[src/design/ctxt_fmt_pkg.sv]
package ctxt_fmt_pkg;

   // ******************************
   // Header
   // ******************************

   localparam logic [11:0] HDR_PKT_CODE = 12'h50D;    // Context packet type.
   localparam logic [15:0] HDR_PKT_SIZE = 16'd7;      // Packet size field.

   // Header bit set when the packet has no protocol-engine word.
   localparam int HDR_NO_PE_BIT = 28;

   // ******************************
   // Protocol-engine word
   // ******************************

   localparam logic [15:0] PE_WORD_A = 16'd1;         // Upper half.
   localparam logic [15:0] PE_WORD_B = 16'd28;        // Lower half.

   // ******************************
   // Output FIFO
   // ******************************

   localparam int FIFO_DEPTH = 16;
   localparam int FIFO_AW    = $clog2(FIFO_DEPTH);

endpackage

[src/design/ctxt_types_pkg.sv]
package ctxt_types_pkg;

   // ******************************
   // Width types
   // ******************************

   // Seconds in [63:32], fractional ticks in [31:0].
   typedef logic [63:0] vita_time_t;

   typedef logic [31:0] stream_id_t;
   typedef logic [31:0] message_t;   // Error code carried in the MESSAGE word.
   typedef logic [15:0] seqnum_t;    // Flow-control sequence number.
   typedef logic [3:0]  pkt_seq_t;   // Header packet count, wraps after 15.
   typedef logic [31:0] payload_t;

   // ******************************
   // Packet word
   // ******************************

   typedef struct packed {
      logic     sof;        // First word of the packet.
      logic     eof;        // Last word of the packet.
      payload_t payload;
   } ctxt_word_t;

   // ******************************
   // Packet states
   // ******************************

   typedef enum logic [3:0] {
      IDLE,
      PROT_ENG,
      HEADER,
      STREAMID,
      SECS,
      TICS_HI,
      TICS_LO,
      MESSAGE,
      FLOWCTRL,
      DONE
   } ctxt_state_e;

endpackage

[src/design/ctxt_event_latch.sv]
`timescale 1ns/1ns

module ctxt_event_latch
   (input  logic                        clk,
    input  logic                        rst_n_i,
    input  logic                        clear_i,
    input  logic                        error_i,
    input  ctxt_types_pkg::message_t    message_i,
    input  ctxt_types_pkg::ctxt_state_e state_i,
    input  logic                        wr_ready_i,
    output ctxt_types_pkg::message_t    message_o);

   ctxt_types_pkg::message_t message_q;
   logic                     flowctrl_done;

   // The flow-control word always has wr_valid high, so ready alone means accepted.
   assign flowctrl_done = (state_i == ctxt_types_pkg::FLOWCTRL) && wr_ready_i;

   // ******************************
   // Stored message
   // ******************************

   always_ff @(posedge clk)
   begin
      if (!rst_n_i || clear_i)
      begin
         message_q <= '0;
      end
      else if (error_i)
      begin
         message_q <= message_i;     // Newest error wins.
      end
      else if (flowctrl_done)
      begin
         message_q <= '0;            // Packet carried it out.
      end
   end

   assign message_o = message_q;

endmodule

[src/design/ctxt_fifo.sv]
`timescale 1ns/1ns

module ctxt_fifo
   (input  logic                       clk,
    input  logic                       rst_n_i,
    input  logic                       clear_i,
    input  ctxt_types_pkg::ctxt_word_t wr_data_i,
    input  logic                       wr_valid_i,
    output logic                       wr_ready_o,
    output ctxt_types_pkg::ctxt_word_t rd_data_o,
    output logic                       rd_valid_o,
    input  logic                       rd_ready_i);

   ctxt_types_pkg::ctxt_word_t          mem_q [ctxt_fmt_pkg::FIFO_DEPTH];
   logic [ctxt_fmt_pkg::FIFO_AW-1:0]    wr_ptr_q, rd_ptr_q;
   logic [ctxt_fmt_pkg::FIFO_AW:0]      count_q;
   ctxt_types_pkg::ctxt_word_t          out_q;
   logic                                out_valid_q;
   logic                                wr_en, out_load, bypass, push, pop;

   // ******************************
   // Handshake decode
   // ******************************

   assign wr_ready_o = (count_q != (ctxt_fmt_pkg::FIFO_AW+1)'(ctxt_fmt_pkg::FIFO_DEPTH));
   assign wr_en      = wr_valid_i && wr_ready_o;
   assign out_load   = !out_valid_q || rd_ready_i;   // Output register free next edge.
   assign pop        = out_load && (count_q != '0);
   assign bypass     = wr_en && out_load && (count_q == '0);
   assign push       = wr_en && !bypass;

   // Storage, no reset. Pointers wrap at the power-of-two depth.
   always_ff @(posedge clk)
   begin
      if (push)
         mem_q[wr_ptr_q] <= wr_data_i;
      if (pop)
         out_q <= mem_q[rd_ptr_q];
      else if (bypass)
         out_q <= wr_data_i;                          // Empty FIFO goes straight out.
   end

   always_ff @(posedge clk)
   begin
      if (!rst_n_i || clear_i)
      begin
         wr_ptr_q    <= '0;
         rd_ptr_q    <= '0;
         count_q     <= '0;
         out_valid_q <= 1'b0;
      end
      else
      begin
         if (push)
            wr_ptr_q <= wr_ptr_q + 1'b1;
         if (pop)
            rd_ptr_q <= rd_ptr_q + 1'b1;
         count_q <= count_q + (push ? 1'b1 : 1'b0) - (pop ? 1'b1 : 1'b0);
         if (out_load)
            out_valid_q <= pop || bypass;
      end
   end

   assign rd_data_o  = out_q;
   assign rd_valid_o = out_valid_q;

endmodule

[src/design/ctxt_pkt_gen.sv]
`timescale 1ns/1ns

module ctxt_pkt_gen
  #(parameter bit PROT_ENG_EN = 1'b1)
   (input  logic                       clk,
    input  logic                       rst_n_i,
    input  logic                       clear_i,
    input  logic                       trigger_i,
    input  logic                       error_i,
    input  ctxt_types_pkg::stream_id_t stream_id_i,
    input  ctxt_types_pkg::vita_time_t vita_time_i,
    input  ctxt_types_pkg::message_t   message_i,
    input  ctxt_types_pkg::seqnum_t    seqnum0_i,
    input  ctxt_types_pkg::seqnum_t    seqnum1_i,
    output logic                       sent_o,
    output ctxt_types_pkg::ctxt_word_t data_o,
    output logic                       src_rdy_o,
    input  logic                       dst_rdy_i);

   ctxt_types_pkg::ctxt_state_e state;
   ctxt_types_pkg::vita_time_t  evt_time;
   ctxt_types_pkg::pkt_seq_t    pkt_seq;
   ctxt_types_pkg::message_t    message;
   ctxt_types_pkg::ctxt_word_t  word;
   logic                        wr_valid, wr_ready;

   ctxt_seq_fsm #(.PROT_ENG_EN(PROT_ENG_EN)) ctxt_seq_fsm_i
     (.clk(clk), .rst_n_i(rst_n_i), .clear_i(clear_i),
      .trigger_i(trigger_i), .vita_time_i(vita_time_i),
      .wr_ready_i(wr_ready), .state_o(state), .wr_valid_o(wr_valid),
      .evt_time_o(evt_time), .pkt_seq_o(pkt_seq), .sent_o(sent_o));

   ctxt_event_latch ctxt_event_latch_i
     (.clk(clk), .rst_n_i(rst_n_i), .clear_i(clear_i),
      .error_i(error_i), .message_i(message_i),
      .state_i(state), .wr_ready_i(wr_ready), .message_o(message));

   ctxt_word_mux #(.PROT_ENG_EN(PROT_ENG_EN)) ctxt_word_mux_i
     (.state_i(state), .stream_id_i(stream_id_i), .evt_time_i(evt_time),
      .message_i(message), .pkt_seq_i(pkt_seq),
      .seqnum0_i(seqnum0_i), .seqnum1_i(seqnum1_i), .word_o(word));

   // Downstream side keeps the ready/ready handshake.
   ctxt_fifo ctxt_fifo_i
     (.clk(clk), .rst_n_i(rst_n_i), .clear_i(clear_i),
      .wr_data_i(word), .wr_valid_i(wr_valid), .wr_ready_o(wr_ready),
      .rd_data_o(data_o), .rd_valid_o(src_rdy_o), .rd_ready_i(dst_rdy_i));

endmodule

[src/design/ctxt_seq_fsm.sv]
`timescale 1ns/1ns

module ctxt_seq_fsm
  #(parameter bit PROT_ENG_EN = 1'b1)
   (input  logic                        clk,
    input  logic                        rst_n_i,
    input  logic                        clear_i,
    input  logic                        trigger_i,
    input  ctxt_types_pkg::vita_time_t  vita_time_i,
    input  logic                        wr_ready_i,
    output ctxt_types_pkg::ctxt_state_e state_o,
    output logic                        wr_valid_o,
    output ctxt_types_pkg::vita_time_t  evt_time_o,
    output ctxt_types_pkg::pkt_seq_t    pkt_seq_o,
    output logic                        sent_o);

   ctxt_types_pkg::ctxt_state_e state_q;
   ctxt_types_pkg::ctxt_state_e next_word;
   ctxt_types_pkg::vita_time_t  evt_time_q;
   ctxt_types_pkg::pkt_seq_t    pkt_seq_q;

   // State that follows each word state.
   always_comb
   begin
      case (state_q)
         ctxt_types_pkg::PROT_ENG : next_word = ctxt_types_pkg::HEADER;
         ctxt_types_pkg::HEADER   : next_word = ctxt_types_pkg::STREAMID;
         ctxt_types_pkg::STREAMID : next_word = ctxt_types_pkg::SECS;
         ctxt_types_pkg::SECS     : next_word = ctxt_types_pkg::TICS_HI;
         ctxt_types_pkg::TICS_HI  : next_word = ctxt_types_pkg::TICS_LO;
         ctxt_types_pkg::TICS_LO  : next_word = ctxt_types_pkg::MESSAGE;
         ctxt_types_pkg::MESSAGE  : next_word = ctxt_types_pkg::FLOWCTRL;
         ctxt_types_pkg::FLOWCTRL : next_word = ctxt_types_pkg::DONE;
         default                  : next_word = ctxt_types_pkg::IDLE;
      endcase
   end

   always_ff @(posedge clk)
   begin
      if (!rst_n_i || clear_i)
      begin
         state_q   <= ctxt_types_pkg::IDLE;
         pkt_seq_q <= '0;
      end
      else
      begin
         case (state_q)
            ctxt_types_pkg::IDLE :
               if (trigger_i)
                  state_q <= PROT_ENG_EN ? ctxt_types_pkg::PROT_ENG : ctxt_types_pkg::HEADER;
            ctxt_types_pkg::DONE :
            begin
               state_q   <= ctxt_types_pkg::IDLE;
               pkt_seq_q <= pkt_seq_q + 4'd1;    // Wraps after 15.
            end
            default :
               if (wr_ready_i)
                  state_q <= next_word;          // Advance on an accepted write.
         endcase
      end
   end

   // Event time, held for the whole packet.
   always_ff @(posedge clk)
   begin
      if (state_q == ctxt_types_pkg::IDLE && trigger_i)
         evt_time_q <= vita_time_i;
   end

   assign wr_valid_o = (state_q != ctxt_types_pkg::IDLE) && (state_q != ctxt_types_pkg::DONE);
   assign sent_o     = (state_q == ctxt_types_pkg::DONE);
   assign state_o    = state_q;
   assign evt_time_o = evt_time_q;
   assign pkt_seq_o  = pkt_seq_q;

endmodule

[src/design/ctxt_word_mux.sv]
`timescale 1ns/1ns

module ctxt_word_mux
  #(parameter bit PROT_ENG_EN = 1'b1)
   (input  ctxt_types_pkg::ctxt_state_e state_i,
    input  ctxt_types_pkg::stream_id_t  stream_id_i,
    input  ctxt_types_pkg::vita_time_t  evt_time_i,
    input  ctxt_types_pkg::message_t    message_i,
    input  ctxt_types_pkg::pkt_seq_t    pkt_seq_i,
    input  ctxt_types_pkg::seqnum_t     seqnum0_i,
    input  ctxt_types_pkg::seqnum_t     seqnum1_i,
    output ctxt_types_pkg::ctxt_word_t  word_o);

   ctxt_types_pkg::payload_t header;

   always_comb
   begin
      header = {ctxt_fmt_pkg::HDR_PKT_CODE, pkt_seq_i, ctxt_fmt_pkg::HDR_PKT_SIZE};
      if (!PROT_ENG_EN)
         header[ctxt_fmt_pkg::HDR_NO_PE_BIT] = 1'b1;
   end

   // ******************************
   // One word per state
   // ******************************

   always_comb
   begin
      word_o = '0;
      case (state_i)
         ctxt_types_pkg::PROT_ENG :
         begin
            word_o.sof     = 1'b1;
            word_o.payload = {ctxt_fmt_pkg::PE_WORD_A, ctxt_fmt_pkg::PE_WORD_B};
         end
         ctxt_types_pkg::HEADER :
         begin
            word_o.sof     = !PROT_ENG_EN;    // Header leads when there is no PE word.
            word_o.payload = header;
         end
         ctxt_types_pkg::STREAMID : word_o.payload = stream_id_i;
         ctxt_types_pkg::SECS     : word_o.payload = evt_time_i[63:32];
         ctxt_types_pkg::TICS_HI  : word_o.payload = '0;
         ctxt_types_pkg::TICS_LO  : word_o.payload = evt_time_i[31:0];
         ctxt_types_pkg::MESSAGE  : word_o.payload = message_i;
         ctxt_types_pkg::FLOWCTRL :
         begin
            word_o.eof     = 1'b1;
            word_o.payload = {seqnum1_i, seqnum0_i};
         end
         default : word_o = '0;
      endcase
   end

endmodule

[config.mk]
export PLATFORM = sky130hd
export DESIGN_NAME = ctxt_pkt_gen
export DESIGN_NICKNAME = d
export VERILOG_FILES = /design/src/design/ctxt_fmt_pkg.sv /design/src/design/ctxt_types_pkg.sv /design/src/design/ctxt_event_latch.sv /design/src/design/ctxt_fifo.sv /design/src/design/ctxt_pkt_gen.sv /design/src/design/ctxt_seq_fsm.sv /design/src/design/ctxt_word_mux.sv
export SDC_FILE = /design/constraint.sdc
export NUM_CORES = 1
export LEC_CHECK = 0
export BUFFER_PORTS_ARGS = -buffer_cell sky130_fd_sc_hd__clkbuf_2
export CAP_MARGIN = 40
export CORE_UTILIZATION = 39
export DETAILED_ROUTE_END_ITERATION = 8
export GPL_ROUTABILITY_DRIVEN = 0
export RECOVER_POWER = 50
export SYNTH_ARGS = -nofsm -noshare
export SYNTH_HDL_FRONTEND = slang
export SYNTH_HIERARCHICAL = 1
export SYNTH_SLANG_ARGS = --single-unit
[constraint.sdc]
create_clock -name clk -period 11 [get_ports clk]
set_clock_uncertainty 0.05 [all_clocks]
set_input_delay 0.55 -clock clk [delete_from_list [all_inputs] [get_ports clk]]
set_output_delay 0.55 -clock clk [all_outputs]
set_load 0.01 [all_outputs]
==> flow_metrics.env, run 1 <==
export IMPL_post_cts_setup_buffers=0
export IMPL_worst_slew_pin_slew_ps=3720
export IMPL_synth_async_reset_ratio_pct=0
export IMPL_slowest_delay_ps=2240
export IMPL_io_buffers=201
export IMPL_cp_required_ps=11340
export IMPL_rows=97
export IMPL_hold_path_class="primary input to flip-flop"
export IMPL_grt_max_degree=66
export IMPL_clockBufferDepth=3
export IMPL_dpl_hpwl_um=40400
export IMPL_yosysMostFrequentCell="edfxtp_1"
export IMPL_ant_nets=0
export IMPL_worst_path_max_fanout=46
export IMPL_post_route_util_pct=45.7
export IMPL_crit_chain="inv_1, ha_1, or4b_1, and2_0, clkbuf_1, clkbuf_1, o22ai_1, a21oi_1"
export IMPL_drive_gt1_share_pct=30.3
export IMPL_end_kind="flip-flop"
export IMPL_nNetsFinal=1862
export IMPL_cts_resized=0
export IMPL_core_area_um2=70300
export IMPL_synth_area_um2=27800
export IMPL_grt_pass1_vias=15400
export IMPL_grt_pass1_wl_um=101000
export IMPL_reg2reg_slack_ps=5520
export IMPL_drtIter0Drc=1302
export IMPL_fmax_ghz=0.182
export IMPL_status="finished, violations left"
export IMPL_post_route_period_util_pct=49.8
export IMPL_setup_violations=0
export IMPL_ys_flop_type="edfxtp_1"
export IMPL_cpMaxStageDelayCell="clkbuf_1"
export IMPL_htree_levels=3
export IMPL_fin_tns_setup_ps=0
export IMPL_cts_hold_fix_buffers=0
export IMPL_crit_type="flip-flop to flip-flop"
export IMPL_yosysTopAreaCell="edfxtp_1"
export IMPL_crit_buf_inv=3
export IMPL_grt_ovfl_total=0
export IMPL_synth_warnings=6
export IMPL_die_area_um2=72300
export IMPL_area_growth_pct=15.8
export IMPL_die_w_um=269
export IMPL_drt_pass1_iter_count=5
export IMPL_wirelength_um=68500
export IMPL_violations="capacitance limit, slew limit"
export IMPL_root_buffer="clkbuf_16"
export IMPL_crit_arrival_ps=5820
export IMPL_viasPerCell=5.55
export IMPL_cts_tree="yes"
export IMPL_start_util_pct=39.5
export IMPL_max_vdd_ir_drop_mv=0.156
export IMPL_via_count=14800
export IMPL_die_h_um=269
export IMPL_synth_edf_count=642
export IMPL_drc=0
export IMPL_synth_ff_latch_count=704
export IMPL_relSlewSlack_pct=-148
export IMPL_avgSynthCellArea_um2=19.3
export IMPL_clk_pin_slew_worst_paths_ps=60
export IMPL_syn_inst=1439
export IMPL_antenna_found_initial=1
export IMPL_cts_sinks=704
export IMPL_min_period_ps=5480
export IMPL_num_antenna_cells=0
export IMPL_critPathMostFrequentCell="clkbuf_1"
export IMPL_ys_seq_area_share_pct=73.9
export IMPL_io_pins=202
export IMPL_critPathTopFamily="buffers and inverters"
export IMPL_hold_viol_final=0
export IMPL_p_per_area_nw_per_um2=199
export IMPL_startpoint_type="flip-flop"
export IMPL_wl_per_cell_um=25.7
export IMPL_synth_common_cells="642 x edfxtp_1, 136 x mux4_2, 95 x o22ai_1"
export IMPL_syn_num_nets=1622
export IMPL_grt_use_total_pct=19.3
export IMPL_slew_viol_final=252
export IMPL_synthTopCellsByArea="edfxtp_1 69%, mux4_2 11%, dfxtp_1 4.5%"
export IMPL_synth_cell_types=67
export IMPL_synth_top_area_share_pct=69.4
export IMPL_rsz0062_at_grt="false"
export IMPL_clk_latency_ps=610
export IMPL_p_leak_nw=10.6
export IMPL_drv_cap=6
export IMPL_cts_buffers=73
power breakdown:
group / leakage (nW) / internal (W) / switching [W]
clock network: 1.12 / 0.00138 / 0.000991
logic: 2.93 / 0.000275 / 0.000588
registers: 6.53 / 0.00309 / 0.0000685
flip-flops by register name, indices dropped and copies added (netlist names), named ones only:
name,flops
ctxt_event_latch_i/message_o,32
ctxt_seq_fsm_i/next_word,4
ctxt_fifo_i/count_q,5
ctxt_fifo_i/rd_ptr_q,4
ctxt_seq_fsm_i/evt_time_o,64
ctxt_fifo_i/rd_data_o,34
ctxt_seq_fsm_i/pkt_seq_o,4
ctxt_seq_fsm_i/state_o,4
ctxt_fifo_i/wr_ptr_q,4
ctxt_fifo_i/rd_valid_o,1
ctxt_fifo_i/mem_q,544
stage by stage:
stage / cell area, µm² / total power [W] / hold WS, ps / cells / setup slack, ps
finish: 32100 / 0.00640 / 58.1 / 2670 / 5520
global route: 32100 / 0.00664 / 36.6 / 2670 / 5240
CTS: 32300 / 0.00650 / 22.2 / 2670 / 7410
detailed placement: 30100 / 0.00412 / 416 / 2544 / 7430
global placement: 29900 / 0.00410 / 412 / 2536 / 7440
floorplan: 27800 / 0.00373 / 393 / 1439 / 2670
layer usage:
metal  track usage (%)  up-vias  wire length (µm)
met5                 0        -                 0
li1                  -     6441                 -
met4              6.36        0              1570
met3              3.32       92              4270
met2              31.7      572             33500
met1              26.1     7712             29100
cell type report:
class	instances	area, µm²
well taps	940	1180
multi-input cells	628	6720
clock inverters	33	259
inverters	15	56.3
clock buffers	93	2020
repair buffers	257	1380
fillers	5970	38100
flip-flops and latches	704	20500
final timing paths:
path / startpoint / endpoint / cells after the start
setup / recovery: ctxt_fifo_i/count_q[2] / ctxt_fifo_i/rd_data_o[8] / 8
setup reg to reg: ctxt_fifo_i/count_q[2] / ctxt_fifo_i/rd_data_o[8] / 8
hold reg to reg: ctxt_event_latch_i/message_o[21] / ctxt_event_latch_i/message_o[21] / 1
hold / removal: vita_time_i[32] / ctxt_seq_fsm_i/evt_time_o[32] / 1
placed cells by master (no fill, tap or decap), types with 19 or more instances in the layout:
cell,netlist,final
edfxtp_1,642,642
clkbuf_2,0,156
mux4_2,136,136
o22ai_1,95,94
clkbuf_16,0,77
clkbuf_1,20,75
dfxtp_1,62,59
a21oi_1,45,45
a22oi_1,44,44
mux2_2,36,36
buf_4,16,35
nor2_1,41,29
a22o_2,22,22
nand2_1,22,22
a21o_1,19,19
kinds of logic after synthesis:
family,Yosys count,share of synthesized area (%)
DFF,704,73.9
AOI/OAI and AO/OA,275,6.99
muxes,186,13.0
and+or+nand+nor,138,2.74
buffers and inverters,107,2.19
adders and majority gates,17,0.793
xor gates and xnor gates,12,0.379
Power figures use the tool's default switching activity.
==> inputs of run 2 (changes only) <==
--- a/config.mk
+++ b/config.mk
@@ -5,6 +5,7 @@
 export SDC_FILE = /design/constraint.sdc
 export NUM_CORES = 1
 export LEC_CHECK = 0
+export ABC_AREA = 1
 export BUFFER_PORTS_ARGS = -buffer_cell sky130_fd_sc_hd__clkbuf_2
 export CAP_MARGIN = 40
 export CORE_UTILIZATION = 39
==> constraint.sdc (replaced) <==
create_clock -name clk -period 5.2 [get_ports clk]
set_clock_uncertainty 0.05 [all_clocks]
set_input_delay 0.26 -clock clk [delete_from_list [all_inputs] [get_ports clk]]
set_output_delay 0.26 -clock clk [all_outputs]
set_load 0.01 [all_outputs]
==> flow_metrics.env, run 2 <==
export IMPL_status="finished, violations left"
export IMPL_violations="capacitance limit, slew limit"
export IMPL_rows=100
export IMPL_wl_per_cell_um=19.8
export IMPL_end_kind="flip-flop"
export IMPL_hold_path_class="primary input to flip-flop"
export IMPL_post_route_period_util_pct=82.2
export IMPL_cts_buffers=75
export IMPL_clk_latency_ps=610
export IMPL_worst_slew_pin_slew_ps=2590
export IMPL_fin_tns_setup_ps=0
export IMPL_internal_power_w=0.0113
export IMPL_setup_violations=0
export IMPL_worst_path_max_fanout=28
export IMPL_p_per_area_nw_per_um2=478
export IMPL_wl_met2_um=37000
export IMPL_highest_layer="met4"
export IMPL_synth_ff_latch_count=704
export IMPL_drive_gt1_share_pct=11.9
export IMPL_switching_share_pct=32.5
export IMPL_slowest_delay_ps=1630
export IMPL_synthTopCellsByArea="edfxtp_1 65%, nand2_1 13%, nand3_1 10%"
export IMPL_synth_cell_types=34
export IMPL_die_area_um2=77400
export IMPL_relSlewSlack_pct=-72.6
export IMPL_crit_arrival_ps=4690
export IMPL_startpoint_type="flip-flop"
export IMPL_htree_levels=3
export IMPL_wirelength_um=79700
export IMPL_synth_async_reset_ratio_pct=0
export IMPL_regMostFlops="ctxt_fifo_i/mem_q"
export IMPL_cts_tree="yes"
export IMPL_clk_pin_slew_worst_paths_ps=60
export IMPL_cts_sinks=704
export IMPL_die_h_um=278
export IMPL_num_fill_cells=6669
export IMPL_reg2reg_depth=7
export IMPL_nNetsFinal=3188
export IMPL_area_growth_pct=18.0
export IMPL_fmax_ghz=0.234
export IMPL_drt_met1_wl_um=34500
export IMPL_p_sw_w=0.00545
export IMPL_cts_resized=0
export IMPL_syn_inst=2745
export IMPL_layout_common_cells="1,018 x nand2_1, 642 x edfxtp_1, 599 x nand3_1"
export IMPL_core_area_um2=74900
export IMPL_hold_viol_final=0
export IMPL_drc=0
export IMPL_crit_chain="nor2_1, o21ai_0, nor2_1, nor2_1, nand2_1, nand2_1, nand2_1"
export IMPL_whs_path_depth=4
export IMPL_p_seq_share_pct=42.7
export IMPL_grt_pass1_vias=20700
export IMPL_dpl_hpwl_um=49500
export IMPL_grt_ovfl_total=0
export IMPL_synth_warnings=6
export IMPL_synth_edf_count=642
export IMPL_largest_register_ffs=544
export IMPL_ant_nets=0
export IMPL_drv_cap=5
export IMPL_synth_top_area_share_pct=64.8
export IMPL_drtIter0Drc=1851
export IMPL_io_buffers=201
export IMPL_slew_viol_final=164
export IMPL_max_vdd_ir_drop_mv=0.329
export IMPL_grt_pass1_wl_um=122000
export IMPL_pwr_share_comb_pct=25.2
export IMPL_clockBufferDepth=3
export IMPL_power_frac_clock_pct=32.1
export IMPL_cts_hold_fix_buffers=97
export IMPL_post_cts_setup_buffers=0
export IMPL_viasPerCell=5.20
export IMPL_antenna_found_initial=1
export IMPL_min_period_ps=4270
export IMPL_grt_use_total_pct=20.6
export IMPL_layout_commonest_cell="nand2_1"
export IMPL_synth_area_um2=29700
export IMPL_grt_max_degree=150
export IMPL_yosysTopAreaCell="edfxtp_1"
export IMPL_cp_required_ps=5620
export IMPL_avgSynthCellArea_um2=10.8
export IMPL_synth_common_cells="1,012 x nand2_1, 642 x edfxtp_1, 592 x nand3_1"
export IMPL_rsz0062_at_grt="false"
export IMPL_cpMaxStageDelayCell="nor2_1"
export IMPL_yosysMostFrequentCell="nand2_1"
export IMPL_final_area_um2=35100
export IMPL_root_buffer="clkbuf_16"
export IMPL_drt_pass1_iter_count=5
export IMPL_postPlaceCellArea_um2=31800
export IMPL_crit_type="flip-flop to flip-flop"
export IMPL_io_pins=202
export IMPL_via_count=21000
export IMPL_ys_flop_type="edfxtp_1"
export IMPL_p_leak_nw=13.6
export IMPL_die_w_um=278
export IMPL_start_util_pct=39.7
export IMPL_met3_length_um=5820
export IMPL_syn_num_nets=2928
export IMPL_ys_seq_area_share_pct=69.0
==> run 2: cell count changes after synthesis, moves of 36 or more <==
cell	change
nand2_1	+990
nand3_1	+588
mux4_2	-136
o22ai_1	-95
buf_2	+58
inv_1	+51
a22oi_1	-44
mux2_2	-36
==> run 2: metrics by stage <==
| stage | instances | hold WS, ps | util, % | setup slack [ps] | power [W] |
|---|---|---|---|---|---|
| after floorplan | 2745 | 309 | - | 1810 | 0.0101 |
| after global routing | 4033 | 64.4 | 46.8 | 838 | 0.0176 |
| after detailed placement | 3800 | 389 | 42.4 | 1700 | 0.0115 |
| after CTS | 4033 | 41.7 | 47.1 | 1690 | 0.0170 |
| after global placement | 3787 | 387 | 42.0 | 1700 | 0.0114 |
| final | 4034 | 57.9 | 46.8 | 925 | 0.0168 |
==> run 2: power groups by stage <==
| stage | Clock, W | Sequential [W] | Combinational (W) |
|---|---|---|---|
| after CTS | 0.00547 | 0.00716 | 0.00433 |
| after floorplan | 0 | 0.00722 | 0.00289 |
| after global placement | 0 | 0.00728 | 0.00414 |
| final | 0.00538 | 0.00716 | 0.00422 |
| after global routing | 0.00570 | 0.00720 | 0.00472 |
| after detailed placement | 0 | 0.00728 | 0.00426 |
==> run 2: layer usage <==
layer  up-vias  GRT usage [%]
met5         -              0
met4         0           6.96
met3       143           3.76
met2       852           33.0
met1     10000           28.1
li1       9958              -
==> run 2: cell type report <==
class	count	area, µm²	area share [%]
clock buffer	100	2110	6.00
tap	969	1210	3.46
antenna	1	2.50	0.00713
clock inverter	36	385	1.10
timing repair buffer	344	2460	7.02
inverter	77	305	0.870
sequential	704	20500	58.5
multi-input combinational	1803	8070	23.0
==> run 2: path summary, 6_finish.rpt <==
path	from	slack, ps	end
setup / recovery	ctxt_seq_fsm_i/state_o[3]	930	ctxt_fifo_i/rd_data_o[2]
hold / removal	dst_rdy_i	60	ctxt_fifo_i/rd_valid_o
setup reg to reg	ctxt_seq_fsm_i/state_o[3]	930	ctxt_fifo_i/rd_data_o[2]
hold reg to reg	ctxt_event_latch_i/message_o[3]	430	ctxt_event_latch_i/message_o[3]
==> run 2: kinds of logic after synthesis <==
logic type / count (synthesis) / synth area share (%)
AND/OR/NAND/NOR: 1725 / 25.1
flip-flops: 704 / 69.0
buffers and inverters: 238 / 3.94
AO/OA/AOI/OAI: 56 / 1.09
adder cells (fa/ha/maj): 17 / 0.741
XOR/XNOR: 5 / 0.147
==> run 2: worst max-delay path: cells and delay by family (launching register included) <==
family             cells  cell delay (ps)
AOI/OAI and AO/OA      1              780
DFF                    1              390
and+or+nand+nor        6             2890
